===== config.mk =====
export PLATFORM = sky130hd
export DESIGN_NAME = lsu_load_result
export DESIGN_NICKNAME = d
export VERILOG_FILES = /design/src/verilog/lsu_macros.svh /design/src/verilog/lsu_pkg.sv /design/src/verilog/lsu_load_result.sv
export SDC_FILE = /design/constraint.sdc
export NUM_CORES = 1
export LEC_CHECK = 0
export BUFFER_PORTS_ARGS = -buffer_cell sky130_fd_sc_hd__buf_2
export CAP_MARGIN = 20
export CORE_MARGIN = 3
export CORE_UTILIZATION = 40
export DETAILED_ROUTE_END_ITERATION = 8
export GPL_ROUTABILITY_DRIVEN = 0
export PLACE_DENSITY = 0.84
export SLEW_MARGIN = 10
export SYNTH_ARGS = -nofsm -noshare
export SYNTH_HDL_FRONTEND = slang
export SYNTH_SLANG_ARGS = --single-unit

===== constraint.sdc =====
create_clock -name vclk -period 2.57
set_input_delay 0.771 -clock vclk [all_inputs]
set_output_delay 0.771 -clock vclk [all_outputs]
set_load 0.05 [all_outputs]

===== src/verilog/lsu_macros.svh =====
`ifndef LSU_MACROS_SVH
`define LSU_MACROS_SVH

// core-local timer window, inclusive byte range of 8 bytes
`define LSU_CLINT_BASE (32'ha000_0048)
`define LSU_CLINT_END  (32'ha000_004f)

// mtime halves as word index from the window base
`define LSU_MTIME_LO_OFS (30'd0)
`define LSU_MTIME_HI_OFS (30'd1)

`endif

===== src/verilog/lsu_pkg.sv =====
package lsu_pkg;

    typedef logic [31:0] addr_t;
    typedef logic [31:0] data_t;
    typedef logic [3:0]  strb_t;
    // log2 of bytes per beat
    typedef logic [2:0]  axi_size_t;

    typedef enum logic [1:0] {
        width_byte,
        width_half,
        width_word
    } lsu_width_e;

    typedef enum logic [2:0] {
        st_idle,
        st_addr,
        st_data,
        st_resp,
        st_done
    } lsu_state_e;

    typedef struct packed {
        addr_t      addr;
        data_t      wdata;
        logic       is_write;
        lsu_width_e width;
        logic       sign;
    } lsu_req_t;

    // request after decode, wdata already in its byte lanes
    typedef struct packed {
        addr_t      addr;
        data_t      wdata;
        strb_t      strb;
        axi_size_t  size;
        logic       is_write;
        logic       is_clint;
        lsu_width_e width;
        logic       sign;
        logic [1:0] low_addr;
    } lsu_access_t;

    typedef struct packed {
        data_t rdata;
        logic  err;
    } lsu_rsp_t;

    typedef struct packed {
        addr_t     addr;
        axi_size_t size;
    } axi_ar_t;

    typedef struct packed {
        addr_t     addr;
        axi_size_t size;
    } axi_aw_t;

    typedef struct packed {
        data_t data;
        strb_t strb;
    } axi_w_t;

    typedef struct packed {
        data_t      data;
        logic [1:0] resp;
    } axi_r_t;

    typedef struct packed {
        logic [1:0] resp;
    } axi_b_t;

endpackage


===== src/verilog/lsu_load_result.sv =====
`timescale 1ns/100ps

module lsu_load_result (
    input  lsu_pkg::data_t      rdata_raw,
    input  logic [1:0]          low_addr,
    input  lsu_pkg::lsu_width_e width,
    input  logic                sign,
    output lsu_pkg::data_t      rdata
);
    import lsu_pkg::*;

    data_t shifted;

    // bring the addressed lane down to bit 0
    assign shifted = rdata_raw >> {low_addr, 3'b000};

    always_comb begin
        case (width)
            width_byte: begin
                rdata = {{24{sign & shifted[7]}}, shifted[7:0]};
            end
            width_half: begin
                rdata = {{16{sign & shifted[15]}}, shifted[15:0]};
            end
            default: begin
                rdata = shifted;
            end
        endcase
    end

endmodule


==> results of run 1 <==
cells by family after synthesis:
family                    Yosys count  share of synthesized area [%]
muxes                              18                           23.4
AOI/OAI and AO/OA                  49                           45.4
buffers and inverters              11                           10.2
xor gates and xnor gates            1                           1.08
and+or+nand+nor                    27                           20.0
through the flow:
step	hold slack [ps]	cell area [µm²]	setup TNS [ps]	cells	setup slack (ps)
floorplan	1730	1130	-3590	106	-243
global placement	2000	1660	-4530	218	-211
detailed placement	2000	1660	-6190	218	-312
==> impl_metrics.json, run 1 <==
{
  "status": "stopped before the end",
  "lastStage": "clock tree synthesis",
  "first-error": "[ERROR DPL-0038] Utilization greater than 100%, impossible to legalize",
  "syn_avg_cell_area_um2": 7.63,
  "die_x_um": 51.0,
  "syn_inst": 106,
  "synth_top_area_share_pct": 19.8,
  "synth_cell_types": 28,
  "place.port_buffers": 69,
  "syn-num-nets": 143,
  "syn_area_um2": 808,
  "initial_core_util_pct": 44.4,
  "post-cts-setup-buffers": 1,
  "io_pins": 69,
  "ys_warn_count": 0,
  "yosysTopAreaCell": "mux2i_1",
  "yosysMostFrequentCell": "mux2i_1",
  "cts_hold_buffers": 0,
  "cts_resized": 71,
  "synth_area_leaders": "mux2i_1, a21oi_1, o2bb2ai_1",
  "seq_area_frac_synth_pct": 0,
  "dp_hpwl_um": 3460,
  "yosys-top-cells-count": "mux2i_1, a21oi_1, nor2b_1, o2bb2ai_1",
  "die_h_um": 51.0,
  "rows": 15
}
==> run 2, diff against run 1 <==
- CORE_AREA: unset -> 3 3 64 66
- CORE_MARGIN: 3 -> unset
- CORE_UTILIZATION: 40 -> unset
- DIE_AREA: unset -> 0 0 67 69
- PLACE_DENSITY: 0.84 -> unset
- PLACE_DENSITY_LB_ADDON: unset -> 0.15
==> impl_metrics.json, run 2 <==
{
  "status": "finished, violations left",
  "violations": "negative setup slack",
  "place_inst": 245,
  "nFillCells": 334,
  "mostFrequentLayoutCells": "buf_2, buf_4, buf_6",
  "rsz0062_at_grt": "true",
  "design.seq.count": 0,
  "leakagePower_nw": 0.930,
  "synth_area_leaders": "mux2i_1, a21oi_1, o2bb2ai_1",
  "fin_crit_sh_pct": 104,
  "powerDensity_nw_per_um2": 291,
  "initial_core_util_pct": 22.2,
  "layout_commonest_cell": "buf_2",
  "die-area_um2": 4620,
  "drtIter0Drc": 13,
  "wl_per_cell_um": 14.3,
  "place_area_um2": 1740,
  "peakVddDrop_uv": 113,
  "synth_cell_types": 28,
  "finalSetupViolCount": 23,
  "core_area_um2": 3630,
  "cp_data_arrival_time_ps": 1900,
  "syn_avg_cell_area_um2": 7.63,
  "fin_cells": 247,
  "finalWorstSetupSlack_ps": -105,
  "slew_headroom_pct": 79.0,
  "antenna_cells": 0,
  "syn-num-nets": 143,
  "place.port_buffers": 69,
  "crit_path_end": "rdata[21]",
  "syn2layout_area_growth_pct": 157,
  "grt_start_max_net_pins": 17,
  "drtAntennaViolNets": 0,
  "fin_hold_ws_ps": 1940,
  "ys_warn_count": 0,
  "slew_violations": 0,
  "drv_cap": 0,
  "min-delay-path-class": "primary input to primary output",
  "regArea_um2": 0,
  "die_h_um": 69,
  "rows": 22,
  "drcViolationCount": 0,
  "grt_pass1_vias": 1180,
  "nClkBuffers": 0,
  "wirelength_um": 3540,
  "avgViaCountPerCell": 4.75,
  "final.min_clock_period_ps": 2670,
  "crit_start": "low_addr[1]",
  "worstSetupStartpointType": "primary input",
  "fmax_ghz": 0.374,
  "io_pins": 69,
  "seq_area_frac_synth_pct": 0,
  "grt_first_pass_wirelength_um": 5750,
  "num-nets-final": 238,
  "antenna_found_initial": 0,
  "dp_hpwl_um": 2910,
  "yosysTopAreaCell": "mux2i_1",
  "cp.required_ps": 1800,
  "yosys-top-cells-count": "mux2i_1, a21oi_1, nor2b_1, o2bb2ai_1",
  "final_layout_size_suffix_gt1_share_pct": 77.4,
  "num_vias": 1174,
  "final_cell_area_um2": 2080,
  "crit_type": "primary input to primary output",
  "cts_hold_buffers": 0,
  "hold_violations": 0,
  "drtPass1Iterations": 4,
  "cp_max_fo": 7,
  "yosysMostFrequentCell": "mux2i_1",
  "grtUsageTotal_pct": 15.2,
  "worst_pin_slew_ps": 306,
  "die_x_um": 67,
  "cp-end-kind": "primary output",
  "syn_inst": 106,
  "synth_top_area_share_pct": 19.8,
  "overflow": 0,
  "syn_area_um2": 808
}
==> run 2: how the worst min path moves through the flow <==
stage / start / to / slack [ps] / cells after the start
floorplan: rdata_raw[24] / rdata[24] / 1730 / 1
global placement: rdata_raw[27] / rdata[27] / 2000 / 3
detailed placement: rdata_raw[30] / rdata[30] / 2000 / 3
CTS: rdata_raw[30] / rdata[30] / 1950 / 3
global route: rdata_raw[27] / rdata[27] / 1960 / 3
finish: rdata_raw[30] / rdata[30] / 1940 / 3
==> run 2: per-stage QoR <==
| stage | util [%] | setup WS, ps | total power (W) | TNS, ps |
|---|---|---|---|---|
| 4_1_cts | 56.0 | -105 | 0.000598 | -1420 |
| 3_3_place_gp | 48.0 | -216 | 0.000508 | -4420 |
| 3_5_place_dp | 48.0 | -236 | 0.000513 | -5370 |
| 6_report | 57.1 | -105 | 0.000604 | -1470 |
| 5_1_grt | 57.1 | -146 | 0.000635 | -2520 |
| 2_1_floorplan | - | -243 | 0.000366 | -3590 |
==> run 2: logic make-up (layout without fill, tap and decap cells) <==
| family | Yosys count | after routing | share of synthesized area (%) |
|---|---|---|---|
| buf+inv | 11 | 104 | 10.2 |
| xor+xnor | 1 | 1 | 1.08 |
| simple gates | 27 | 27 | 20.0 |
| compound gates | 49 | 49 | 45.4 |
| mux | 18 | 18 | 23.4 |
==> run 2: layout make-up <==
type | count | area, µm² | area share [%]
multi-input combinational | 95 | 1120 | 53.8
timing repair buffer | 104 | 900 | 43.3
tap | 48 | 60.1 | 2.89
==> run 2: repair_timing <==
item | CTS | global route
resized for setup | 73 | 10
setup endpoints to repair | 30 | 27
hold endpoints to repair | 0 | 0
buffers inserted | 1 | 0
pin swaps | 3 | 2
cloned | 1 | 0
==> run 2: worst max-delay path, cell delays in order <==
cell      delay (ps)
buf_12           110
mux2_4           310
o221ai_4         160
buf_12           150
buf_12           140
o22ai_2           80
buf_6            160
==> run 2: report_power, final <==
part	switching (W)	total (W)	internal, W
clock network	0	0	0
registers	0	0	0
logic	0.000348	0.000604	0.000256
==> run 2: layer usage <==
metal,track usage [%],share of wire [%],wire length (µm)
met3,1.47,5.6,197
met1,20.3,42,1490
met4,0.676,0.65,23
met5,0,0,0
met2,27.1,52,1820
Note: power is estimated with default switching activity, not from simulation.
==> run 3, diff against run 2 <==
- RECOVER_POWER: unset -> 25
==> impl_metrics.json, run 3 (synthesis gave the netlist of run 2 again) <==
{
  "leakagePower_nw": 0.930,
  "num-nets-final": 238,
  "die-area_um2": 4620,
  "layout_commonest_cell": "buf_2",
  "crit_type": "primary input to primary output",
  "place_area_um2": 1740,
  "pwr-share-seq_pct": 0,
  "initial_core_util_pct": 22.2,
  "mostFrequentLayoutCells": "buf_2, buf_4, buf_6",
  "multiInputGateArea_um2": 1120,
  "crit_top_cell": "buf_12",
  "overflow": 0,
  "cp_num_cells": 7,
  "min-delay-path-class": "primary input to primary output",
  "finalWorstSetupSlack_ps": -105,
  "routed-wl-met3_um": 197,
  "final_layout_size_suffix_gt1_share_pct": 77.4,
  "violations": "negative setup slack",
  "syn2layout_area_growth_pct": 157,
  "peakVddDrop_uv": 113,
  "cpMaxStageDelayCell": "mux2_4",
  "slew_headroom_pct": 79.0,
  "grtUsageTotal_pct": 15.2,
  "place.port_buffers": 69,
  "internal_power_w": 0.000256,
  "place_inst": 245,
  "slowest_delay_ps": 310,
  "fin_cells": 247,
  "grt_start_max_net_pins": 17,
  "cp-end-kind": "primary output",
  "grt_first_pass_wirelength_um": 5750,
  "num_vias": 1176,
  "hold_violations": 0,
  "status": "finished, violations left",
  "core_area_um2": 3630,
  "worstSetupStartpointType": "primary input",
  "path_cells": "buf_12 -> mux2_4 -> o221ai_4 -> buf_12 -> buf_12 -> o22ai_2 -> buf_6",
  "place_ws_ps": -236,
  "antenna_found_initial": 0,
  "power_switching_w": 0.000348,
  "fmax_ghz": 0.374,
  "dp_hpwl_um": 2910,
  "final.min_clock_period_ps": 2670,
  "drv_cap": 0,
  "worst_pin_slew_ps": 306,
  "rows": 22,
  "pwr-share-comb_pct": 100.0,
  "finalSetupViolCount": 23,
  "wirelength_um": 3540,
  "m1WireLength_um": 1490,
  "nFillCells": 334,
  "drtAntennaViolNets": 0,
  "rsz0062_at_grt": "true",
  "cp_max_fo": 7,
  "final_cell_area_um2": 2080,
  "cp.required_ps": 1800,
  "fin_crit_sh_pct": 104,
  "powerDensity_nw_per_um2": 291,
  "design.seq.count": 0,
  "grt_pass1_vias": 1180,
  "min_delay_path_depth": 3,
  "die_x_um": 67,
  "cp_num_buf_inv": 4,
  "drtIter0Drc": 13,
  "power_frac_clock_pct": 0,
  "top_layer": "met4",
  "wl_met2_um": 1820,
  "io_pins": 69,
  "regArea_um2": 0,
  "die_h_um": 69,
  "wl_per_cell_um": 14.3,
  "p_sw_share_pct": 57.6,
  "crit_family": "buffers and inverters",
  "slew_violations": 0,
  "avgViaCountPerCell": 4.76,
  "nClkBuffers": 0,
  "drtPass1Iterations": 4,
  "cp_data_arrival_time_ps": 1900,
  "drcViolationCount": 0,
  "antenna_cells": 0
}
run 3: power groups by stage:
stage | logic [W] | registers (W) | clock network (W)
detailed placement | 0.000513 | 0 | 0
global placement | 0.000508 | 0 | 0
floorplan | 0.000366 | 0 | 0
CTS | 0.000598 | 0 | 0
global route | 0.000635 | 0 | 0
finish | 0.000604 | 0 | 0
run 3: final timing paths:
check	startpoint	end	slack (ps)
max	low_addr[1]	rdata[21]	-100
min	rdata_raw[30]	rdata[30]	1940
run 3: final cells by class:
| type | count | share of cell area [%] |
|---|---|---|
| multi-input combinational | 95 | 53.8 |
| tap | 48 | 2.89 |
| timing repair buffer | 104 | 43.3 |
run 3: metrics by stage:
| step | utilization [%] | total power, W | hold WS, ps | setup TNS, ps |
|---|---|---|---|---|
| floorplan | - | 0.000366 | 1730 | -3590 |
| global route | 57.1 | 0.000635 | 1960 | -2520 |
| finish | 57.1 | 0.000604 | 1940 | -1470 |
| global placement | 48.0 | 0.000508 | 2000 | -4420 |
| detailed placement | 48.0 | 0.000513 | 2000 | -5370 |
| CTS | 56.0 | 0.000598 | 1950 | -1420 |
run 3: what timing repair did:
item                                    in CTS  in global routing
gates cloned                                 1                  0
hold buffers                                 0                  0
setup buffers                                1                  0
resized for setup                           73                 10
pin swaps                                    3                  2
endpoints found under the setup margin      30                 27
run 3: metal layers:
metal,global-route usage (%),vias to the layer above
li1,-,596
met2,27.1,35
met4,0.676,0
met1,20.3,543
met3,1.47,2
met5,0,-
