**config.mk**
```make
export PLATFORM = sky130hd
export DESIGN_NAME = lsu_axi_master
export DESIGN_NICKNAME = d
export VERILOG_FILES = /design/src/verilog/lsu_macros.svh /design/src/verilog/lsu_pkg.sv /design/src/verilog/lsu_axi_master.sv
export SDC_FILE = /design/constraint.sdc
export NUM_CORES = 1
export LEC_CHECK = 0
export BUFFER_PORTS_ARGS = -buffer_cell sky130_fd_sc_hd__buf_2
export CAP_MARGIN = 40
export CORE_AREA = 2 2 133 135
export DETAILED_ROUTE_END_ITERATION = 8
export DIE_AREA = 0 0 135 137
export PLACE_DENSITY = 0.67
export SYNTH_ARGS = -nofsm -noshare
export SYNTH_HDL_FRONTEND = slang
export SYNTH_SLANG_ARGS = --single-unit
```
**constraint.sdc**
```tcl
create_clock -name clk -period 8.2 [get_ports clk]
set_input_delay 1.23 -clock clk [delete_from_list [all_inputs] [get_ports clk]]
set_output_delay 1.23 -clock clk [all_outputs]
set_load 0.05 [all_outputs]
```
**src/verilog/lsu_macros.svh**
```systemverilog
`ifndef LSU_MACROS_SVH
`define LSU_MACROS_SVH

// core-local timer window, inclusive byte range of 8 bytes
`define LSU_CLINT_BASE (32'ha000_0048)
`define LSU_CLINT_END  (32'ha000_004f)

// mtime halves as word index from the window base
`define LSU_MTIME_LO_OFS (30'd0)
`define LSU_MTIME_HI_OFS (30'd1)

`endif
```
**src/verilog/lsu_pkg.sv**
```systemverilog
package lsu_pkg;

    typedef logic [31:0] addr_t;
    typedef logic [31:0] data_t;
    typedef logic [3:0]  strb_t;
    // log2 of bytes per beat
    typedef logic [2:0]  axi_size_t;

    typedef enum logic [1:0] {
        width_byte,
        width_half,
        width_word
    } lsu_width_e;

    typedef enum logic [2:0] {
        st_idle,
        st_addr,
        st_data,
        st_resp,
        st_done
    } lsu_state_e;

    typedef struct packed {
        addr_t      addr;
        data_t      wdata;
        logic       is_write;
        lsu_width_e width;
        logic       sign;
    } lsu_req_t;

    // request after decode, wdata already in its byte lanes
    typedef struct packed {
        addr_t      addr;
        data_t      wdata;
        strb_t      strb;
        axi_size_t  size;
        logic       is_write;
        logic       is_clint;
        lsu_width_e width;
        logic       sign;
        logic [1:0] low_addr;
    } lsu_access_t;

    typedef struct packed {
        data_t rdata;
        logic  err;
    } lsu_rsp_t;

    typedef struct packed {
        addr_t     addr;
        axi_size_t size;
    } axi_ar_t;

    typedef struct packed {
        addr_t     addr;
        axi_size_t size;
    } axi_aw_t;

    typedef struct packed {
        data_t data;
        strb_t strb;
    } axi_w_t;

    typedef struct packed {
        data_t      data;
        logic [1:0] resp;
    } axi_r_t;

    typedef struct packed {
        logic [1:0] resp;
    } axi_b_t;

endpackage

```
**src/verilog/lsu_axi_master.sv**
```systemverilog
`timescale 1ns/100ps

module lsu_axi_master (
    input  logic                 clk,
    input  logic                 rst_n,
    input  logic                 req_valid,
    input  lsu_pkg::lsu_access_t access,
    output logic                 req_ready,

    output logic                 ar_valid,
    input  logic                 ar_ready,
    output lsu_pkg::axi_ar_t     ar,
    output logic                 aw_valid,
    input  logic                 aw_ready,
    output lsu_pkg::axi_aw_t     aw,
    output logic                 w_valid,
    input  logic                 w_ready,
    output lsu_pkg::axi_w_t      w,
    input  logic                 r_valid,
    output logic                 r_ready,
    input  lsu_pkg::axi_r_t      r,
    input  logic                 b_valid,
    output logic                 b_ready,
    input  lsu_pkg::axi_b_t      b,

    output logic                 clint_arvalid,
    input  logic                 clint_arready,
    output lsu_pkg::addr_t       clint_araddr,
    input  logic                 clint_rvalid,
    output logic                 clint_rready,
    input  lsu_pkg::axi_r_t      clint_r,

    output logic                 rsp_valid,
    output lsu_pkg::data_t       rdata_raw,
    output logic                 err,
    output logic [1:0]           low_addr,
    output lsu_pkg::lsu_width_e  width,
    output logic                 sign
);
    import lsu_pkg::*;

    lsu_state_e  state;
    lsu_access_t acc;
    logic        aw_done;
    logic        w_done;
    data_t       rdata_q;
    logic        err_q;
    logic        bus_rd;
    logic        bus_wr;
    logic        clint_rd;
    logic        aw_ok;
    logic        w_ok;
    logic        ar_hs;
    logic        r_hs;
    axi_r_t      rd_beat;

    assign bus_rd   = !acc.is_write && !acc.is_clint;
    assign bus_wr   = acc.is_write && !acc.is_clint;
    assign clint_rd = !acc.is_write && acc.is_clint;

    assign req_ready     = (state == st_idle);
    assign rsp_valid     = (state == st_done);
    assign ar_valid      = (state == st_addr) && bus_rd;
    assign clint_arvalid = (state == st_addr) && clint_rd;
    assign aw_valid      = (state == st_addr) && bus_wr && !aw_done;
    assign w_valid       = (state == st_addr) && bus_wr && !w_done;
    assign r_ready       = (state == st_data) && bus_rd;
    assign clint_rready  = (state == st_data) && clint_rd;
    assign b_ready       = (state == st_resp);

    // payloads come straight from the held access
    assign ar           = '{addr: acc.addr, size: acc.size};
    assign aw           = '{addr: acc.addr, size: acc.size};
    assign w            = '{data: acc.wdata, strb: acc.strb};
    assign clint_araddr = acc.addr;

    // aw and w may be taken in either order
    assign aw_ok   = aw_done || (aw_valid && aw_ready);
    assign w_ok    = w_done || (w_valid && w_ready);
    assign ar_hs   = (ar_valid && ar_ready) || (clint_arvalid && clint_arready);
    assign r_hs    = (r_valid && r_ready) || (clint_rvalid && clint_rready);
    assign rd_beat = acc.is_clint ? clint_r : r;

    always_ff @(posedge clk or negedge rst_n) begin
        if (!rst_n) begin
            state   <= st_idle;
            aw_done <= 1'b0;
            w_done  <= 1'b0;
        end else begin
            case (state)
                st_idle: begin
                    if (req_valid) begin
                        // timer window is read only, finish at once
                        if (access.is_write && access.is_clint) begin
                            state <= st_done;
                        end else begin
                            state <= st_addr;
                        end
                    end
                end
                st_addr: begin
                    if (acc.is_write) begin
                        if (aw_ok && w_ok) begin
                            state   <= st_resp;
                            aw_done <= 1'b0;
                            w_done  <= 1'b0;
                        end else begin
                            aw_done <= aw_ok;
                            w_done  <= w_ok;
                        end
                    end else if (ar_hs) begin
                        state <= st_data;
                    end
                end
                st_data: begin
                    if (r_hs) begin
                        state <= st_done;
                    end
                end
                st_resp: begin
                    if (b_valid) begin
                        state <= st_done;
                    end
                end
                default: begin
                    state <= st_idle;
                end
            endcase
        end
    end

    always_ff @(posedge clk) begin
        if (req_valid && req_ready) begin
            acc     <= access;
            rdata_q <= '0;
            err_q   <= access.is_write && access.is_clint;
        end
        if (r_hs) begin
            rdata_q <= rd_beat.data;
            err_q   <= (rd_beat.resp != 2'b00);
        end
        if (b_valid && b_ready) begin
            err_q <= (b.resp != 2'b00);
        end
    end

    assign rdata_raw = rdata_q;
    assign err       = err_q;
    assign low_addr  = acc.low_addr;
    assign width     = acc.width;
    assign sign      = acc.sign;

    // read address held with a stable payload until taken
    a_ar_hold: assert property (@(posedge clk) disable iff (!rst_n)
        ar_valid && !ar_ready |=> ar_valid && $stable(ar))
        else $error("ar_valid dropped or ar changed before ar_ready");

    // only one address channel in use at a time
    a_one_addr: assert property (@(posedge clk) disable iff (!rst_n)
        $onehot0({ar_valid, aw_valid, clint_arvalid}))
        else $error("more than one address valid raised");

endmodule

```
* Word-level counts from Yosys, hierarchy flattened
Cells that the tools add are included.
** Storage, ports and cells
- Bits in registers :: 116
- Latch bits :: 0
- Bits in writable memories :: 0
- Memory bits (read-only) :: 0
- Input bits :: 158
- Logic and storage cells :: 74
- Memories kept :: 0
** Cells by class
- $add $sub $neg :: 0
- Multiply operators :: 0
- Divide/modulo/power cells :: 0
- Order comparisons :: 0
- Equal/unequal tests :: 9
- Shifts and indexed selects :: 0
- Mux-type cells :: 16
- Bitwise logic cells :: 0
- Reductions and logical operators :: 35
** Operators with widths (number)
- $mux 32 :: 2
- $mux 34 :: 1
- $mux 3 :: 7
- $logic_and 1x1->1 :: 20
- $pmux 3 s4 :: 1
- $eq 3x2->1 const B :: 2
- $ne 2x2->1 const B :: 3
- $reduce_bool 2->1 :: 3
- $mux 1 :: 5
- $reduce_and 5->1 :: 1
- $logic_not 1->1 :: 4
- $logic_or 1x1->1 :: 4
- $eq 3x1->1 const B :: 1
- $eq 3x3->1 const B :: 1
- $logic_not 3->1 :: 1
- $ne 3x2->1 const B :: 1
- $ne 3x3->1 const B :: 1
- $reduce_bool 3->1 :: 1
- $reduce_and 2->1 :: 1

* Depth between registers and ports, before layout
Gate-level depths: netlist of the first run.
- Word-level depth :: 10
- Gate-level depth with buffers :: 6
- Depth with buffers taken out :: 4

* Worst setup path before layout of the first run
Ideal clock, no wire load.
- Path kind :: register to register
- From :: reg state[2]
- To :: reg acc[5] (netlist name) (enable)
- Arrival :: 3.505 ns
- Setup slack :: 4.263 ns
- Cell stages (with the launch flop) :: 5
- Path buffers :: 1
- Cell sequence :: dfrtp_1 clkbuf_1 nor3_1 nand2_1 inv_1
** Between the ends
- Word-level cells in the longest chain between the ends :: 2
** RTL lines
- from (decl) :: line lsu_axi_master.sv:42 : lsu_state_e state;
- from (signal assigned) :: line lsu_axi_master.sv:86 : state <= st_idle;
- from (signal assigned) :: line lsu_axi_master.sv:95 : state <= st_done;
- from (signal assigned) :: line lsu_axi_master.sv:97 : state <= st_addr;
- $logic_not 3->1 :: line lsu_axi_master.sv:61 : assign req_ready = (state == st_idle);
- net req_ready :: line lsu_axi_master.sv:8 : output logic req_ready,
- $logic_and 1x1->1 :: line lsu_axi_master.sv:133 : if (req_valid && req_ready) begin
- to (signal assigned) :: line lsu_axi_master.sv:134 : acc <= access;
- to (decl) :: line lsu_axi_master.sv:43 : lsu_access_t acc;
The timed path passes the listed nets, and every way through them passes these cells.
A chain may end at the register's enable or synchronous reset.

* Worst setup path in the final report of the first run
- From :: reg acc[5] (netlist name)
- To :: out clint_arvalid
** Between the ends
- Word-level cells in the longest chain between the ends :: 2
** RTL lines
- $logic_and 1x1->1 :: line lsu_axi_master.sv:59 : assign clint_rd = !acc.is_write && acc.is_clint;
- $logic_and 1x1->1 :: line lsu_axi_master.sv:64 : assign clint_arvalid = (state == st_addr) && clint_rd;
- to (decl) :: line lsu_axi_master.sv:26 : output logic clint_arvalid,
No other way between the ends.

==> metrics.md, run 1 <==
| Metric | Value |
|---|---|
| Distinct cells, synth | `31` |
| Drt initial violations | `~170` |
| Simple-Gate Fraction of Synth Area | `0.0616` |
| Maximum vdd drop | `~0.00017 V` |
| Crit-path max FO | `46` |
| DRT Pass-1 Iters | `4` |
| Routed len/inst | `roughly 15 um` |
| Most frequent cells in the layout | `342 x buf_2, 111 x edfxtp_1, 38 x nor2_1` |
| Share of the synthesized area in the top cell type | `0.617` |
| Final GP Congestion | `0.810` |
| Data arrival, critical path | `around 1.9 ns` |
| Max incr delay on CP | `approximately 0.5 ns` |
| Post-CTS Resized | `0` |
| Critical path required time | `6.97 ns` |
| Post-Synth XOR/XNOR Area | `0` |
| Clock transition at path regs | `0.06 ns` |
| WS Path Type | `reg2out` |
| Startpoint Class | `flop` |
| Final WL | `12.8 mm` |
| Row Count | `48` |
| Area after DPL | `6310 um^2` |
| Vias per Instance | `4.14` |
| First-pass GRT wire length | `18.2 mm` |
| Number of synthesized register bits | `116` |
| # IOs | `343` |
| Cell Area, Synth | `5400 um^2` |
| Complex-gate fraction of the synthesized area | `0.0199` |
| RSZ-0062 raised after global routing | `no` |
| Starting density of the core | `0.317` |
| Via count | `around 3,500` |
| Initial antenna violation count | `1` |
| Largest family of logic cells by synthesized area | `buffers and inverters` |
| # nets final | `763` |
| Worst skew pair latency | `roughly 0.4 ns` |
| Placeable Area | `between 15,000 and 20,000 um^2` |
| CTS Sinks | `116` |
| Number of global-route vias before repair | `3,293` |
| Full die area | `18,500 um^2` |
| Gate Count Post-Synth | `just under 400` |
| Status | `finished clean` |
| Setup violations, final | `0` |
| Area contributors post-synth | `edfxtp_1 62%, buf_4 20%, mux2i_1 6.3%` |
| Largest net degree at the start of global routing | `a little over 70` |
| Dpl hpwl | `slightly below 10 mm` |
| Inst Count DP | `811` |
| Max-Cap Viols | `0` |
| Yosys top cell by area | `edfxtp_1` |
| Critical path's slowest cell | `buf_4` |
| Setup TNS | `0 ns` |
| Pwr dens | `394 nW/um^2` |
| PortBufs | `342` |
| Clock Skews | `0.0117 ns` |
| Yosys warns | `0` |
| Die height | `137 um` |
| Min cycle time layout | `just over 3 ns` |
| Crit share post-route | `0.375` |
| Static Leak | `0.00320 uW` |
| Postcts setup bufs | `0` |
| Antenna cells | `0` |
| Fin. Hold Viols | `0` |
| Commonest non-fill, non-tap cell in the layout | `buf_2` |
| Hold buffer count at CTS | `0` |
| CTS tree | `done` |
| Tightest Pin Transition | `0.627 ns` |
| Final ANT Viol Nets | `0` |
| Max_slew headroom | `0.582` |
| Finished Layout Cells | `843` |
| DRC violations left | `0` |
| Die width | `135 um` |
| Worst Hold Class | `reg2reg` |
| Post-synthesis mux area share | `0.0630` |
| H-tree lvl count | `4` |
| CP Cell Sequence | `buf_4 -> nor4b_1 -> buf_2` |
| Sequential area share after synthesis | `0.640` |
| Crit. End Element | `output port` |
| Grt ovf | `0` |
| Post-Synth Adder-Cell Area | `0` |
| R2R setup slack | `around 5.7 ns` |
| Max clock buf depth | `2` |
| WHS | `0.591 ns` |
| Max Clock Freq | `0.325 GHz` |
| Clock root buffer | `clkbuf_16` |
| All-Layer GR Usage | `0.135` |
| Post-layout util | `0.407` |
| Slew Limit Fails | `0` |
| Synthesis-to-layout area growth | `28.5%` |
| Total CTS buffers | `17` |
| Syn_nets | `552` |
| Fin area | `6940 um^2` |
| Layout cells sized above 1 | `0.612` |
| Avg Synthesized Cell Area | `13.7 um^2` |
[final cells by class]
| class | count | area (um^2) |
|---|---|---|
| timing repair buffer | 347 | 1770 |
| clock inverter | 14 | 208 |
| multi-input combinational | 119 | 781 |
| tap | 225 | 282 |
| fill | 1642 | 10100 |
| inverter | 4 | 16.3 |
| clock buffer | 18 | 429 |
| sequential | 116 | 3460 |
[cells by family after synthesis]
logic type             Yosys count
AOI/OAI and AO/OA               15
DFF                            116
muxes                           34
and+or+nand+nor                 70
buffers and inverters          159
[metal layers]
layer | part of all wire | track usage
met5 | 0 | 0
met4 | 0.012 | 0.0503
met3 | 0.093 | 0.0563
met2 | 0.49 | 0.212
met1 | 0.40 | 0.167
[flip-flops by register name, summed over array words and instances, names as in the netlist]
| signal | flops |
|---|---|
| state | 3 |
| acc | 2 |
| aw_done | 1 |
| rdata_raw | 32 |
| width | 2 |
| clint_araddr | 32 |
| sign | 1 |
| w | 36 |
| ar | 3 |
| err | 1 |
| w_done | 1 |
| low_addr | 2 |
[critical path, delay by kind of cell, from the launching register on]
family | cells | cell delay (ns)
AND/OR/NAND/NOR | 1 | 0.28
flip-flops | 1 | 0.33
buffers and inverters | 2 | 0.82
[cells in the mapped netlist]
master and instances:
o22ai_1 1, buf_1 3, a31oi_1 1, nand3_1 1, nand4bb_1 1, mux2i_1 34, edfxtp_1 111, nor3_1 7
and2_1 1, inv_1 4, nor4_1 2, nor3b_1 2, buf_6 3, clkbuf_1 1, a21oi_1 3, a32oi_1 2
nor2_1 38, nor4b_1 2, nand2_1 7, dfrtp_1 5, o21ai_0 3, nand2b_1 5, nor2b_1 2, and3b_1 2
a2111oi_2 1, buf_4 143, a311oi_1 1, o21a_1 1, buf_2 5, o32ai_1 1, a211oi_1 1
[metrics by stage]
step	power [uW]	worst slack, ns
after detailed placement	1960	5.36
after floorplan	1870	4.26
after global placement	1940	5.40
after CTS	2770	5.07
final	2730	5.12
after global routing	2850	4.96
[worst paths after layout]
path / from / endpoint / cells past startpoint
setup / recovery: acc[5] / clint_arvalid / 3
hold / removal: aw_done / w_done / 1
setup reg to reg: acc[5] / rdata_raw[23] / 6
hold reg to reg: aw_done / w_done / 1
max in group asynchronous: rst_n / aw_done / 1
min in group asynchronous: rst_n / state[2] / 1
[power breakdown]
part / internal (uW) / switching (uW)
logic: 211 / 840
registers: 820 / 64.5
clock network: 537 / 261
total: 1570 / 1170
Power figures use the tool's default switching activity.
==> run 2: changes to the inputs <==
--- a/config.mk
+++ b/config.mk
@@ -5,12 +5,13 @@
 export SDC_FILE = /design/constraint.sdc
 export NUM_CORES = 1
 export LEC_CHECK = 0
+export ABC_AREA = 1
 export BUFFER_PORTS_ARGS = -buffer_cell sky130_fd_sc_hd__buf_2
 export CAP_MARGIN = 40
-export CORE_AREA = 2 2 133 135
+export CORE_AREA = 2 2 135 137
 export DETAILED_ROUTE_END_ITERATION = 8
-export DIE_AREA = 0 0 135 137
-export PLACE_DENSITY = 0.67
+export DIE_AREA = 0 0 137 139
+export PLACE_DENSITY = 0.66
 export SYNTH_ARGS = -nofsm -noshare
 export SYNTH_HDL_FRONTEND = slang
 export SYNTH_SLANG_ARGS = --single-unit
==> constraint.sdc (replaced) <==
create_clock -name clk -period 3.2 [get_ports clk]
set_input_delay 0.48 -clock clk [delete_from_list [all_inputs] [get_ports clk]]
set_output_delay 0.48 -clock clk [all_outputs]
set_load 0.05 [all_outputs]
==> metrics.md, run 2 <==
| Metric | Value |
|---|---|
| Status | `finished clean` |
| Clock root buffer | `clkbuf_16` |
| Share of the synthesized area in the top cell type | `0.606 (-0.0114)` |
| Worst Hold Class | `in2reg` |
| Clock transition at path regs | `0.06 ns (about the same)` |
| Yosys top cell by area | `edfxtp_1` |
| Gate Count Post-Synth | `449 (+14%)` |
| Clock Skews | `0.00778 ns (-0.00393 ns)` |
| # IOs | `343 (unchanged)` |
| CTS tree | `done` |
| CTS Sinks | `116 (unchanged)` |
| Avg Synthesized Cell Area | `12.3 um^2 (-11%)` |
| WHS | `0.248 ns (-0.343 ns)` |
| Most frequent cells in the layout | `342 x buf_2, 111 x edfxtp_1, 80 x nand2_1` |
| DRC violations left | `0 (unchanged)` |
| Max incr delay on CP | `0.59 ns (+0.08 ns)` |
| Async SR Flop Fraction | `0.0431 (unchanged)` |
| CP Buf/Inv Count | `2 (unchanged)` |
| CP Cell Sequence | `buf_4 -> nor2_4 -> nand2_1 -> nor2_1 -> buf_2` |
| Final ANT Viol Nets | `0 (unchanged)` |
| Most used flip-flop cell after synthesis | `edfxtp_1` |
| Die height | `139 um (+1.5%)` |
| Complex-gate fraction of the synthesized area | `0.0589 (+0.0390)` |
| Drt initial violations | `132 (-23%)` |
| Finished Layout Cells | `908 (+7.7%)` |
| Syn_nets | `607 (+10%)` |
| Layout cells sized above 1 | `0.614 (+0.00283)` |
| Simple-Gate Fraction of Synth Area | `0.0910 (+0.0293)` |
| Slew Limit Fails | `0 (unchanged)` |
| Post-Synth Adder-Cell Area | `0 (unchanged)` |
| Static Leak | `0.00318 uW (-0.50%)` |
| Setup TNS | `0 ns (unchanged)` |
| Crit share post-route | `0.754` |
| Via count | `3,752 (+7.5%)` |
| Largest family of logic cells by synthesized area | `buffers and inverters` |
| Max reg flops | `36 (unchanged)` |
| Full die area | `19,000 um^2 (+3.0%)` |
| Max Clock Freq | `0.414 GHz` |
| Worst skew pair latency | `0.40 ns (about the same)` |
| Data arrival, critical path | `1.93 ns (+0.08 ns)` |
| Pwr dens | `1050 nW/um^2 (+170%)` |
| Row Count | `49 (+2.1%)` |
| Fin. Hold Viols | `0 (unchanged)` |
| Startpoint Class | `flop` |
| Cell Area, Synth | `5500 um^2 (+1.9%)` |
| Post-synth EDFFs | `111 (unchanged)` |
| Routed len/inst | `15.3 um (+0.51%)` |
| Critical path's slowest cell | `edfxtp_1` |
| Initial antenna violation count | `4 (+3)` |
| All-Layer GR Usage | `0.142 (+0.00707)` |
| Dpl hpwl | `10.9 mm (+9.9%)` |
| Max_slew headroom | `0.494 (-0.0881)` |
| Inst Count DP | `873 (+7.6%)` |
| Tightest Pin Transition | `0.758 ns (+0.130 ns)` |
| Yosys warns | `0 (unchanged)` |
| Number of synthesized register bits | `116 (unchanged)` |
| First-pass GRT wire length | `19.9 mm (+9.7%)` |
| WS Path Type | `reg2out` |
| Final worst slack | `0.786 ns (-4.34 ns)` |
| Max clock buf depth | `2 (unchanged)` |
| Grt ovf | `0 (unchanged)` |
| Setup violations, final | `0 (unchanged)` |
| Synthesis-to-layout area growth | `27.8%` |
| Crit-path max FO | `24 (-48%)` |
| Critical path required time | `2.72 ns (-4.25 ns)` |
| Top-count cell post-synth | `buf_4` |
| Min cycle time layout | `~2.4 ns` |
| Area contributors post-synth | `edfxtp_1 61%, buf_4 19%, nand2_1 5.5%` |
| # nets final | `822 (+7.7%)` |
| Pre-CTS setup slack | `0.924 ns (-4.43 ns)` |
| Commonest non-fill, non-tap cell in the layout | `buf_2` |
| Largest net degree at the start of global routing | `38 (-47%)` |
| Crit. End Element | `output port` |
| Post-layout util | `0.398 (-0.00874)` |
| H-tree lvl count | `4 (unchanged)` |
| Vias per Instance | `4.13 (-0.22%)` |
| Total CTS buffers | `17 (unchanged)` |
| Final GP Congestion | `0.885 (+9.2%)` |
| Post-synthesis mux area share | `0 (-0.0630)` |
| Sequential area share after synthesis | `0.628 (-0.0118)` |
| Synth top cells by count | `142 x buf_4, 111 x edfxtp_1, 80 x nand2_1` |
| Max-Cap Viols | `0 (unchanged)` |
| Distinct cells, synth | `23 (-26%)` |
| Post-Synth XOR/XNOR Area | `0 (unchanged)` |
| Maximum vdd drop | `0.000456 V (+180%)` |
| Number of global-route vias before repair | `3,636 (+10%)` |
| Die width | `137 um (+1.5%)` |
| PortBufs | `342 (unchanged)` |
| Final WL | `13.9 mm (+8.3%)` |
| Placeable Area | `17,700 um^2 (+3.5%)` |
| DRT Pass-1 Iters | `5 (+1)` |
| RSZ-0062 raised after global routing | `no` |
| Top delay family on crit path | `buffers and inverters` |
| Starting density of the core | `0.312 (-0.00503)` |
run 2: cell count changes after synthesis, moves of 5 or more:
| cell | previous run | this run |
|---|---|---|
| nand2_1 | 7 | 80 |
| mux2i_1 | 34 | 0 |
| a21oi_2 | 0 | 30 |
| nor2_1 | 38 | 11 |
| inv_1 | 4 | 18 |
| nand3_1 | 1 | 11 |
| clkbuf_1 | 1 | 6 |
| nand2b_1 | 5 | 0 |
run 2: worst paths after layout:
kind | end | from | depth (start not counted) | slack (ns)
setup / recovery | aw_valid | acc[5] | 5 | 0.79
hold / removal | w[20] | access[30] | 1 | 0.25
setup reg to reg | rdata_raw[31] | acc[5] | 7 | 0.93
hold reg to reg | w_done | w_done | 2 | 0.56
max in group asynchronous | w_done | rst_n | 2 | 2.64
min in group asynchronous | state[2] | rst_n | 2 | 0.42
run 2: worst register-to-register path: stages, from the launching register on:
cell,delay [ns]
edfxtp_1,0.63
buf_4,0.38
nor2_1,0.12
nand4_1,0.13
nand2_2,0.09
inv_2,0.08
buf_4,0.46
a21oi_1,0.11
run 2: kinds of logic after synthesis:
kind of cell | count (synthesis)
AO/OA/AOI/OAI | 41
flip-flops | 116
buffers and inverters | 174
AND/OR/NAND/NOR | 118
run 2: what timing repair did:
item                      CTS  global route
hold buffers                1             0
resized for setup           0             0
buffers inserted            0             0
hold endpoints to repair    5             0
run 2: report_power, final:
part | internal (uW) | switching [uW] | total (uW)
clock | 1130 | 647 | 1780
combinational | 599 | 2670 | 3260
sequential | 2160 | 156 | 2310
run 2: cell type report:
cell class / count / area [um^2]
Antenna cell: 2 / 5.00
Clock buffer: 20 / 437
Clock inverter: 12 / 114
Fill cell: 1702 / 10600
Inverter: 21 / 81.3
Multi-Input combinational cell: 159 / 840
Sequential cell: 116 / 3460
Tap cell: 229 / 287
Timing Repair Buffer: 349 / 1810
run 2: layer usage:
layer | GRT usage | wire length, um
met1 | 0.151 | 5090
met2 | 0.249 | 7210
met3 | 0.0585 | 1390
met4 | 0.0510 | 171
met5 | 0 | 13
run 2: metrics by stage:
step	total power, uW	area, um^2
2_1_floorplan	5310	5510
3_3_place_gp	5580	6440
3_5_place_dp	5640	6470
4_1_cts	7450	7030
5_1_grt	7670	7030
6_report	7350	7030
