===== config.mk =====
export PLATFORM = sky130hd
export DESIGN_NAME = lsu_clint
export DESIGN_NICKNAME = d
export VERILOG_FILES = /design/src/verilog/lsu_pkg.sv /design/src/verilog/lsu_clint.sv
export VERILOG_INCLUDE_DIRS = /design/src /design/src/verilog
export SDC_FILE = /design/constraint.sdc
export NUM_CORES = 1
export LEC_CHECK = 0
export BUFFER_PORTS_ARGS = -buffer_cell sky130_fd_sc_hd__buf_2
export CAP_MARGIN = 20
export CORE_ASPECT_RATIO = 1.5
export CORE_MARGIN = 3
export CORE_UTILIZATION = 62
export CTS_CLUSTER_SIZE = 12
export DETAILED_ROUTE_END_ITERATION = 10
export PLACE_DENSITY = 0.9
export SYNTH_ARGS = -nofsm -noshare
export SYNTH_HDL_FRONTEND = slang
export SYNTH_SLANG_ARGS = --single-unit

===== constraint.sdc =====
create_clock -name clk -period 3.4 [get_ports clk]
set_input_delay 0 -clock clk [delete_from_list [all_inputs] [get_ports clk]]
set_output_delay 0 -clock clk [all_outputs]
set_load 0.05 [all_outputs]

===== src/verilog/lsu_macros.svh =====
`ifndef LSU_MACROS_SVH
`define LSU_MACROS_SVH

// core-local timer window, inclusive byte range of 8 bytes
`define LSU_CLINT_BASE (32'ha000_0048)
`define LSU_CLINT_END  (32'ha000_004f)

// mtime halves as word index from the window base
`define LSU_MTIME_LO_OFS (30'd0)
`define LSU_MTIME_HI_OFS (30'd1)

`endif

===== src/verilog/lsu_pkg.sv =====
package lsu_pkg;

    typedef logic [31:0] addr_t;
    typedef logic [31:0] data_t;
    typedef logic [3:0]  strb_t;
    // log2 of bytes per beat
    typedef logic [2:0]  axi_size_t;

    typedef enum logic [1:0] {
        width_byte,
        width_half,
        width_word
    } lsu_width_e;

    typedef enum logic [2:0] {
        st_idle,
        st_addr,
        st_data,
        st_resp,
        st_done
    } lsu_state_e;

    typedef struct packed {
        addr_t      addr;
        data_t      wdata;
        logic       is_write;
        lsu_width_e width;
        logic       sign;
    } lsu_req_t;

    // request after decode, wdata already in its byte lanes
    typedef struct packed {
        addr_t      addr;
        data_t      wdata;
        strb_t      strb;
        axi_size_t  size;
        logic       is_write;
        logic       is_clint;
        lsu_width_e width;
        logic       sign;
        logic [1:0] low_addr;
    } lsu_access_t;

    typedef struct packed {
        data_t rdata;
        logic  err;
    } lsu_rsp_t;

    typedef struct packed {
        addr_t     addr;
        axi_size_t size;
    } axi_ar_t;

    typedef struct packed {
        addr_t     addr;
        axi_size_t size;
    } axi_aw_t;

    typedef struct packed {
        data_t data;
        strb_t strb;
    } axi_w_t;

    typedef struct packed {
        data_t      data;
        logic [1:0] resp;
    } axi_r_t;

    typedef struct packed {
        logic [1:0] resp;
    } axi_b_t;

endpackage


===== src/verilog/lsu_clint.sv =====
`timescale 1ns/100ps
`include "lsu_macros.svh"

module lsu_clint (
    input  logic            clk,
    input  logic            rst_n,
    input  logic            arvalid,
    output logic            arready,
    input  lsu_pkg::addr_t  araddr,
    output logic            rvalid,
    input  logic            rready,
    output lsu_pkg::axi_r_t r
);
    import lsu_pkg::*;

    logic [63:0] mtime;
    addr_t       ofs;
    data_t       rdata_q;

    // single outstanding read, so always ready
    assign arready = 1'b1;
    assign ofs     = araddr - `LSU_CLINT_BASE;

    always_ff @(posedge clk or negedge rst_n) begin
        if (!rst_n) begin
            mtime <= '0;
        end else begin
            mtime <= mtime + 64'd1;
        end
    end

    always_ff @(posedge clk or negedge rst_n) begin
        if (!rst_n) begin
            rvalid <= 1'b0;
        end else begin
            if (rvalid && rready) begin
                rvalid <= 1'b0;
            end
            if (arvalid && arready) begin
                rvalid <= 1'b1;
            end
        end
    end

    // snapshot of the addressed half
    always_ff @(posedge clk) begin
        if (arvalid && arready) begin
            if (ofs[31:2] == `LSU_MTIME_LO_OFS) begin
                rdata_q <= mtime[31:0];
            end else if (ofs[31:2] == `LSU_MTIME_HI_OFS) begin
                rdata_q <= mtime[63:32];
            end else begin
                rdata_q <= '0;
            end
        end
    end

    // okay response on every read
    assign r = '{data: rdata_q, resp: 2'b00};

    a_rvalid_after_ar: assert property (@(posedge clk) disable iff (!rst_n)
        $rose(rvalid) |-> $past(arvalid && arready))
        else $error("rvalid raised without an accepted read");

endmodule


==> Yosys cells after proc, flatten, opt, wreduce, memory -nomap -nowiden <==
Index checks and enable logic that the tools add are counted.
{ "op_classes": {"add_sub_neg": 2, "mux": 4, "reduce_logical": 3, "n_eq_ne": 1} }
{ "op_table": {"columns": ["cell", "count"], "rows": [
  ["$add A64 B1 Y64 const B", 1],
  ["$mux W32", 2],
  ["$sub A32 B32 Y32 const B", 1],
  ["$eq A30 B1 Y1 const B", 1],
  ["$logic_not A30 Y1", 1],
  ["$mux W1", 2],
  ["$reduce_bool A2 Y1", 1],
  ["$logic_and A1 B1 Y1", 1]
]} }
{ "totals": {"register_bits": 97, "word_cells": 13, "inputBits": 36} }

==> Logic depth before layout (Yosys ltp) <==
Gate-level depths: netlist of the first run.
{ "logic_depth": {"word_depth": 4, "depth_mapped": 8, "ltp_nobuf": 7} }

==> Worst setup path before layout of the first run <==
OpenSTA, ideal clock, no wires.
{ "synth_path": {"path_type": "input -> register", "from": "input port araddr[17]", "to": "register rdata_q[10], data pin", "stages": 6, "arrival_time_ps": 1938, "path_slack_ps": 1197, "n_path_buf": 1, "path_cell_list": "or4_4 -> or4b_4 -> nor3b_1 -> xor2_1 -> buf_2 -> nor4_2"} }
{ "synth_via": {"elab_chain_len": 4, "word_cells_on_any_way": 5, "cone_classes": "add/sub (1); eq/ne (1); mux (2); reduce/logical (1)"} }
{ "synth_lines": {"columns": ["element", "line_no", "text"], "rows": [
  ["start, declared", "lsu_clint.sv:9", "input lsu_pkg::addr_t araddr,"],
  ["$sub A32 B32 Y32 (no line) (*)", null, null],
  ["$eq A30 B1 Y1 (no line)", null, null],
  ["$mux W32", "lsu_clint.sv:50", "end else if (ofs[31:2] == `LSU_MTIME_HI_OFS) begin"],
  ["$mux W32 (*)", "lsu_clint.sv:48", "if (ofs[31:2] == `LSU_MTIME_LO_OFS) begin"],
  ["end signal, assigned", "lsu_clint.sv:49", "rdata_q <= mtime[31:0];"],
  ["end signal, assigned", "lsu_clint.sv:51", "rdata_q <= mtime[63:32];"],
  ["end, declared", "lsu_clint.sv:18", "data_t rdata_q;"]
]} }
Mark *: on every way between the ends. The rest lies on a longest branch, timed or not.
A chain may end at the register's enable or synchronous reset.

==> Worst setup path in the final report of the first run <==
{ "layout_path": {"from": "register mtime[0]", "to": "register mtime[62]"} }
{ "layout_via": {"elab_chain_len": 1} }
{ "layout_lines": {"columns": ["element", "line_no", "text"], "rows": [
  ["start, declared", "lsu_clint.sv:16", "logic [63:0] mtime;"],
  ["start signal, assigned", "lsu_clint.sv:28", "mtime <= mtime + 64'd1;"],
  ["$add A64 B1 Y64", "lsu_clint.sv:28", null]
]} }
No other way between the ends.

==> out/summary.txt, run 1 <==
Synth Area per Inst: 11.76 µm²
Share of layout cells above drive strength 1: 0.2470
Die W: 78.97 µm
Final hold vios: 0
Routed vias: 3613
PwrDens: 417.4 nW/µm²
Fin crit share: 0.7888
Synth warn: 0
# setup viols final: 0
Critical path class: reg2reg
Drt pass-1 iters: 5
Leak: 2.358 nW
Clock sink count: 97
Critical path, cell by cell: ha_1 > inv_1 > nor4_1 > nand3_1 > nor4_1 > xor2_1
Syn-to-layout area delta: 15.37%
Total track usage: 0.2507
Slowest CP cell: nor4_1
Wire per inst: 17.56 µm
Place WS: 0.6040 ns
IO Port Bufs: 66
Row Count: 39
Worst path top cell family by delay: simple AND/OR/NAND/NOR gates
Multi-input gate area: 2250 µm²
Post-DP HPWL: 7240 µm
Max Cap Viol: 0
Fillers: 502
CP startpoint kind: flip-flop
Clock Path Buffers: 2
Nets: 527
Fmax: 372.9 MHz
Worst-Margin Slew: 1.007 ns
RSZ-0062 raised after global routing: no
Most used cell, CP: nor4_1
Synthesized flop and latch total: 97
Sequential share of the synthesized area: 0.5226
Critical path capture point type: flip-flop
Detail Route Antenna Nets: 0
Worst skew pair latency: 0.34 ns
Utilization after layout: 0.7408
Sequential cell area: 2587 µm²
WP data required: 3.66 ns
Synth cell types: 41
First-pass GRT wire length: 17610 µm
Grt ovf: 0
Vias in the first global route: 3663
Min Tclk post-route: 2.682 ns
I/O pin count: 72
Die Ht: 115.4 µm
Max-slew violations: 0
Initial Utilization: 0.6422
Max Fanout on Critical Path: 10
Status: finished clean
Max stage delay on crit path: 0.71 ns
HP Class: in2reg
DRC: 0
Initial antenna violation count: 0
Vias per cell: 6.062
Final WL: 10470 µm
CTS tree: yes
Setup tns final: 0 ns
Ys async rst share: 0.6701
ANT cells: 0
Critical path buffers and inverters: 1
Root buf cell: clkbuf_16
Synth Instances: 421
GPL Wtd Cong: 0.8563
Setup Skew: 0.007649 ns
Final WS setup: 0.7181 ns
EDFF count, synth: 32
Post-synthesis cell area: 4951 µm²
TritonCTS buffer count: 9
Die area: 9116 µm²
WP data arrival: 2.95 ns
Largest net degree at the start of global routing: 40
Post CTS Setup Buffer Count: 0
CTS H-tree lvls: 3
Ys flop type: dfrtp_1
Slew margin rel.: 0.3285
Worst hold slack: 0.2756 ns
Maximum VDD drop: 0.2922 mV
DRT iter0 DRCs: 288
Clock Pin Slew Worst Setup and Hold Paths: 0.06 ns
Core Area: 7710 µm²
==> layer usage <==
layer,global-route usage,share of wire,vias up
met2,0.4359,0.54,105
li1,-,-,1673
met1,0.2962,0.39,1807
met4,0.1537,0.036,0
met3,0.02877,0.036,28
met5,0,0,-
==> kinds of logic after synthesis <==
kind of cell,synth area share
and+or+nand+nor,0.2355
buffers and inverters,0.03336
xor gates and xnor gates,0.1132
other,0.001517
muxes,0.06470
adders and majority gates,0.005054
AOI/OAI and AO/OA,0.02401
DFF,0.5226
==> power by group <==
part           leakage (nW)  internal [mW]  switching (mW)
logic                  1.02         0.0510           0.151
clock network         0.134          0.535           0.417
registers              1.20           1.22         0.00461
==> final timing paths <==
path	start	endpoint	slack, ns	cells past startpoint
max in group asynchronous	rst_n	mtime[45]	2.26	3
worst max-delay path	mtime[0]	mtime[62]	0.72	6
min in group asynchronous	rst_n	mtime[57]	0.30	2
worst max register to register	mtime[0]	mtime[62]	0.72	6
worst min register to register	rvalid	rvalid	0.48	1
worst min-delay path	arvalid	rdata_q[28]	0.28	1
==> synth_stat cells, drive strengths merged (3+ instances only) <==
cell type	number	area share
edfxtp	32	0.19
and4	5	0.0088
buf	12	0.017
xor2	28	0.050
nand2	31	0.024
nand4	17	0.021
o31ai	3	0.0045
and3	8	0.010
and2	3	0.0038
nor2	20	0.015
nand3	22	0.022
nor3	16	0.016
mux2i	32	0.065
dfrtp	65	0.33
nor4	44	0.094
inv	15	0.011
clkbuf	6	0.0045
xnor2	36	0.064
==> cells in the final DEF, fill, tap and decap left out, types with 3 or more instances in the layout <==
cell type / synthesis / final
buf_2: 6 / 66
dfrtp_1: 65 / 65
xnor2_1: 36 / 36
mux2i_1: 32 / 32
edfxtp_1: 32 / 32
nand2_1: 31 / 31
nor4_2: 30 / 30
xor2_1: 28 / 27
nand3_1: 22 / 22
nor2_1: 20 / 20
nand4_1: 17 / 17
nor3_1: 16 / 16
inv_1: 15 / 15
nor4_1: 14 / 14
clkbuf_16: 0 / 10
and3_1: 8 / 8
and4_1: 5 / 5
buf_4: 3 / 5
and2_1: 3 / 3
o31ai_1: 3 / 3
conb_1: 2 / 3
==> sequential cells by signal, indices dropped and copies added (netlist names) <==
register / flops
mtime: 64
rvalid: 1
rdata_q: 32
==> stage by stage <==
| stage | cell area (µm²) | cells | total power, mW |
|---|---|---|---|
| floorplan | 4955 | 422 | 1.379 |
| finish | 5712 | 596 | 2.384 |
| global route | 5712 | 596 | 2.450 |
| detailed placement | 5409 | 578 | 1.454 |
| global placement | 5409 | 578 | 1.450 |
| CTS | 5712 | 596 | 2.397 |
==> cell type report <==
class | count | area share
Multi-Input combinational cell | 292 | 0.3939
Timing Repair Buffer | 74 | 0.07141
Tap cell | 102 | 0.02234
Clock inverter | 5 | 0.005038
Clock buffer | 11 | 0.04447
Inverter | 15 | 0.009858
Sequential cell | 97 | 0.4530
==> repair_timing <==
action | 4_1_cts | 5_1_grt
resized for setup | 0 | 0
hold buffers | 2 | 0
hold endpoints to repair | 39 | 0
Power figures use the tool's default switching activity.
==> run 2, diff against run 1 <==
--- a/config.mk
+++ b/config.mk
@@ -10,10 +10,10 @@
 export CAP_MARGIN = 20
 export CORE_ASPECT_RATIO = 1.5
 export CORE_MARGIN = 3
-export CORE_UTILIZATION = 62
+export CORE_UTILIZATION = 57
 export CTS_CLUSTER_SIZE = 12
 export DETAILED_ROUTE_END_ITERATION = 10
-export PLACE_DENSITY = 0.9
+export PLACE_DENSITY = 0.84
 export SYNTH_ARGS = -nofsm -noshare
 export SYNTH_HDL_FRONTEND = slang
 export SYNTH_SLANG_ARGS = --single-unit
==> constraint.sdc (replaced) <==
create_clock -name clk -period 2.68 [get_ports clk]
set_input_delay 0 -clock clk [delete_from_list [all_inputs] [get_ports clk]]
set_output_delay 0 -clock clk [all_outputs]
set_load 0.05 [all_outputs]
==> run 2 against run 1 <==
Via count is 2.9% higher. Clock skew is 0.0022 ns lower. Final cell count up 2.3%. Critical endpoint is now rdata_q[0]. Critical path depth up 1. Largest power group unchanged.
==> out/summary.txt, run 2 (synthesized netlist as in run 1, its figures left out) <==
Row Count: 41 (+5.1%)
Maximum VDD drop: 0.3440 mV (+18%)
Post-CTS Hold Fix Bufs: 2 (unchanged)
# setup viols final: 0 (unchanged)
Initial Utilization: 0.5885 (-0.05367)
Placed cells: 591 (+2.2%)
GPL Wtd Cong: 0.9220 (+7.7%)
Largest Register: mtime
Fmax: 426.1 MHz
Vias in the first global route: 3882 (+6.0%)
Leak: 2.449 nW (+3.8%)
Min Tclk post-route: 2.347 ns
Sequential cell area: 2587 µm² (unchanged)
Fillers: 583 (+16%)
I/O pin count: 72 (unchanged)
Setup tns final: 0 ns (unchanged)
Largest net degree at the start of global routing: 47 (+18%)
Die area: 9863 µm² (+8.2%)
Status: finished clean
Place WS: 0.1325 ns (-0.4715 ns)
Grt ovf: 0 (unchanged)
Drt pass-1 iters: 4 (-1)
Share of layout cells above drive strength 1: 0.2644 (+0.01745)
Initial antenna violation count: 0 (unchanged)
Die Ht: 120.1 µm (+4.1%)
PwrDens: 559.6 nW/µm² (+34%)
Total track usage: 0.2497 (-0.0009811)
Worst-Margin Slew: 1.031 ns (+0.02389 ns)
Root buf cell: clkbuf_16
Post-CTS resize count: 0 (unchanged)
Slew margin rel.: 0.3126 (-0.01593)
Most frequent cells in the layout: buf_2 (66), dfrtp_1 (65), xnor2_1 (36), mux2i_1 (32), edfxtp_1 (32)
WP data required: 2.80 ns (-0.86 ns)
CTS H-tree lvls: 3 (unchanged)
WP data arrival: 2.46 ns (-0.49 ns)
ANT cells: 0 (unchanged)
Wire per inst: 18.59 µm (+5.8%)
Non-Filler Instances: 610 (+2.3%)
Max-slew violations: 0 (unchanged)
Clock Pin Slew Worst Setup and Hold Paths: 0.07 ns (about the same)
Multi-input gate area: 2250 µm² (unchanged)
Routed vias: 3716 (+2.9%)
Max reg flops: 64 (unchanged)
Syn-to-layout area delta: 18.85%
Final WL: 11340 µm (+8.3%)
Nets: 536 (+1.7%)
DRT iter0 DRCs: 178 (-38%)
Core Area: 8413 µm² (+9.1%)
Final WS setup: 0.3330 ns (-0.3851 ns)
HP Class: in2async
Post-DP HPWL: 7448 µm (+2.9%)
Critical path class: in2reg
CTS tree: yes
DRC: 0 (unchanged)
Post CTS Setup Buffer Count: 0 (unchanged)
Critical path capture point type: flip-flop
First-pass GRT wire length: 18620 µm (+5.7%)
Fin crit share: 0.8757
Setup Skew: 0.005480 ns (-0.002169 ns)
IO Port Bufs: 66 (unchanged)
CP Launch Point: araddr[17]
TritonCTS buffer count: 9 (unchanged)
Worst skew pair latency: 0.34 ns (about the same)
Die W: 82.10 µm (+4.0%)
Detail Route Antenna Nets: 0 (unchanged)
Vias per cell: 6.092 (+0.49%)
Final hold vios: 0 (unchanged)
Clock sink count: 97 (unchanged)
CP startpoint kind: primary input
Most common cell after layout, fill and taps aside: buf_2
Reg2reg start: mtime[29]
Clock Path Buffers: 2 (unchanged)
RSZ-0062 raised after global routing: no
Max Cap Viol: 0 (unchanged)
Regs by FF count: mtime: 64 flops, rdata_q: 32 flops, rvalid: 1 flops
Max Fanout on Critical Path: 32 (+22)
run 2: power breakdown:
group / switching [mW] / internal [mW] / leakage (nW) / total [mW]
Combinational: 0.196 / 0.0697 / 1.09 / 0.266
Sequential: 0.00605 / 1.55 / 1.20 / 1.56
Clock: 0.556 / 0.911 / 0.162 / 1.47
Total: 0.758 / 2.53 / 2.45 / 3.29
run 2: per-layer routing:
| layer | vias to the layer above | routed length (µm) | track usage |
|---|---|---|---|
| li1 | 1692 | - | - |
| met1 | 1881 | 4046 | 0.2715 |
| met5 | - | 0 | 0 |
| met3 | 31 | 438 | 0.04054 |
| met2 | 112 | 6468 | 0.4575 |
| met4 | 0 | 385 | 0.1123 |
run 2: final timing paths:
path / end / slack, ns / depth (start not counted)
worst min-delay path: mtime[2] / 0.12 / 2
worst max-delay path: rdata_q[0] / 0.33 / 7
max in group asynchronous: mtime[50] / 1.83 / 4
worst max register to register: mtime[63] / 0.41 / 7
min in group clk: rdata_q[21] / 0.30 / 1
worst min register to register: rvalid / 0.47 / 1
run 2: cell type report:
type | count | area share
Inverter | 15 | 0.009568
Sequential cell | 97 | 0.4397
Timing Repair Buffer | 83 | 0.08718
Clock buffer | 9 | 0.03827
Clock inverter | 7 | 0.02020
Tap cell | 107 | 0.02275
Multi-Input combinational cell | 292 | 0.3823
run 2: stage by stage:
step	hold WS [ns]	utilization	power [mW]	area, µm²
floorplan	-0.2956	-	1.749	4955
global placement	0.2111	0.6538	1.845	5500
detailed placement	0.2399	0.6538	1.853	5500
CTS	0.3103	0.6971	3.299	5864
global route	0.1465	0.6994	3.376	5884
finish	0.1194	0.6994	3.293	5884
run 2: critical path, cell delays in order:
cell and delay [ns]:
buf_2 0.10, or4_4 0.53, or4b_4 0.56, o31ai_1 0.42, o2111ai_4 0.18, buf_12 0.23, nor4_1 0.42
==> run 3, diff against run 2 <==
--- a/config.mk
+++ b/config.mk
@@ -14,6 +14,7 @@
 export CTS_CLUSTER_SIZE = 12
 export DETAILED_ROUTE_END_ITERATION = 10
 export PLACE_DENSITY = 0.84
+export RECOVER_POWER = 25
 export SYNTH_ARGS = -nofsm -noshare
 export SYNTH_HDL_FRONTEND = slang
 export SYNTH_SLANG_ARGS = --single-unit
==> run 3 against run 2 <==
The run now ends with capacitance limit, slew limit left. Clock skew grew 0.00098 ns. Flip-flop and latch count is the same. Count of clock-buffer cells in the layout is the same. Critical path depth is the same. Sequential power is essentially flat. Critical path type unchanged.
==> out/summary.txt, run 3 (synthesized netlist as in run 1, its figures left out) <==
Fin crit share: 0.8813 (+0.005595)
WP data required: 2.79 ns (about the same)
GPL Wtd Cong: 0.9220 (unchanged)
Max-slew violations: 34 (+34)
Nets: 536 (unchanged)
Syn-to-layout area delta: 18.73%
Setup tns final: 0 ns (unchanged)
Post CTS Setup Buffer Count: 0 (unchanged)
Post-CTS Hold Fix Bufs: 2 (unchanged)
ANT cells: 0 (unchanged)
Die W: 82.10 µm (unchanged)
Wire per inst: 18.54 µm (-0.26%)
Clock Path Buffers: 2 (unchanged)
Worst hold slack: 0.3272 ns (+0.2078 ns)
Critical path capture point type: flip-flop
Root buf cell: clkbuf_16
Die Ht: 120.1 µm (unchanged)
Reg-to-reg setup timing slack: 0.42 ns (about the same)
Initial Utilization: 0.5885 (unchanged)
Drt pass-1 iters: 4 (unchanged)
RSZ-0062 raised after global routing: no
Max Fanout on Critical Path: 32 (unchanged)
R2R cell count: 7 (unchanged)
Utilization after layout: 0.6987 (-0.0007440)
Initial antenna violation count: 0 (unchanged)
TritonCTS buffer count: 9 (unchanged)
Core Area: 8413 µm² (unchanged)
Largest net degree at the start of global routing: 47 (unchanged)
CTS tree: yes
CTS H-tree lvls: 3 (unchanged)
Clock Pin Slew Worst Setup and Hold Paths: 0.07 ns (about the same)
Share of layout cells above drive strength 1: 0.2584 (-0.005964)
HP Class: in2async
Highest Signal Layer: met4
Die area: 9863 µm² (unchanged)
Post-CTS resize count: 0 (unchanged)
Clock sink count: 97 (unchanged)
DRC: 0 (unchanged)
Total track usage: 0.2497 (unchanged)
Leak: 2.439 nW (-0.37%)
Regs by FF count: mtime: 64 flops, rdata_q: 32 flops, rvalid: 1 flops
Largest Register: mtime
Vias in the first global route: 3882 (unchanged)
WP data arrival: 2.47 ns (about the same)
Post-DP HPWL: 7448 µm (unchanged)
Maximum VDD drop: 0.3354 mV (-2.5%)
DR WL met2: 6543 µm (+1.2%)
Worst skew pair latency: 0.34 ns (about the same)
Fmax: 423.4 MHz (-0.63%)
Most common cell after layout, fill and taps aside: dfrtp_1
Min Tclk post-route: 2.362 ns (+0.01499 ns)
R2r endpoint: mtime[63]
PwrDens: 559.0 nW/µm² (-0.10%)
Critical path class: in2reg
Detail Route Antenna Nets: 0 (unchanged)
Reg2reg start: mtime[29]
Worst-Margin Slew: 1.904 ns (+0.8727 ns)
Final WL: 11310 µm (-0.26%)
Status: complete, but fails checks
IO Port Bufs: 66 (unchanged)
Metal3 WL: 422 µm (-3.7%)
Final hold vios: 0 (unchanged)
DRT iter0 DRCs: 162 (-9.0%)
Slew margin rel.: -0.2692 (-0.5818)
Grt ovf: 0 (unchanged)
I/O pin count: 72 (unchanged)
Setup Skew: 0.006459 ns (+0.0009792 ns)
Most frequent cells in the layout: dfrtp_1 (65), buf_2 (64), xnor2_1 (36), mux2i_1 (32), edfxtp_1 (32)
Vias per cell: 6.107 (+0.24%)
CP startpoint kind: primary input
Max Cap Viol: 1 (+1)
# setup viols final: 0 (unchanged)
Routed vias: 3725 (+0.24%)
Metal-1 WL: 4022 µm (-0.59%)
Max reg flops: 64 (unchanged)
Row Count: 41 (unchanged)
Failing checks: capacitance limit, slew limit
First-pass GRT wire length: 18620 µm (unchanged)
[run 3: cell types whose count changed in the layout (fill, tap and decap cells not counted), sizes merged]
cell,before,now
buf,81,78
clkbuf,9,12
[run 3: critical path: stages]
cell	delay [ns]
buf_2	0.10
or4_4	0.53
or4b_4	0.56
o31ai_1	0.42
o2111ai_4	0.18
buf_12	0.23
nor4_1	0.42
[run 3: where the power goes]
| part | total, mW | switching [mW] | internal (mW) |
|---|---|---|---|
| Sequential | 1.56 | 0.00606 | 1.55 |
| Combinational | 0.265 | 0.196 | 0.0687 |
| Clock | 1.46 | 0.549 | 0.911 |
| Total | 3.29 | 0.751 | 2.53 |
[run 3: through the flow]
| step | std cells | total power [mW] | instance area (µm²) | setup WS (ns) |
|---|---|---|---|---|
| after floorplan | 422 | 1.749 | 4955 | 0.4771 |
| after global placement | 591 | 1.845 | 5500 | 0.2348 |
| after detailed placement | 591 | 1.853 | 5500 | 0.1325 |
| after CTS | 609 | 3.299 | 5864 | 0.3313 |
| after global routing | 610 | 3.375 | 5878 | 0.3019 |
| final | 610 | 3.286 | 5878 | 0.3180 |
[run 3: cell type report]
cell class / instances / area, µm²
sequential: 97 / 2587
fill: 587 / 2535
multi-input combinational: 292 / 2250
timing repair buffer: 83 / 506.7
clock buffer: 9 / 225.2
tap: 107 / 133.9
clock inverter: 7 / 118.9
inverter: 15 / 56.30
[run 3: worst max-delay path by stage]
stage                     from     endpoint  slack, ns
finish              araddr[17]   rdata_q[0]       0.32
global route         mtime[29]    mtime[63]       0.30
CTS                 araddr[17]   rdata_q[0]       0.33
detailed placement  araddr[17]  rdata_q[17]       0.13
global placement    araddr[17]  rdata_q[31]       0.23
floorplan           araddr[17]  rdata_q[10]       0.48
[run 3: layer usage]
metal  vias up  GRT usage
met5         -          0
met4         0     0.1123
met3        36    0.04054
met2       114     0.4575
met1      1882     0.2715
li1       1693          -
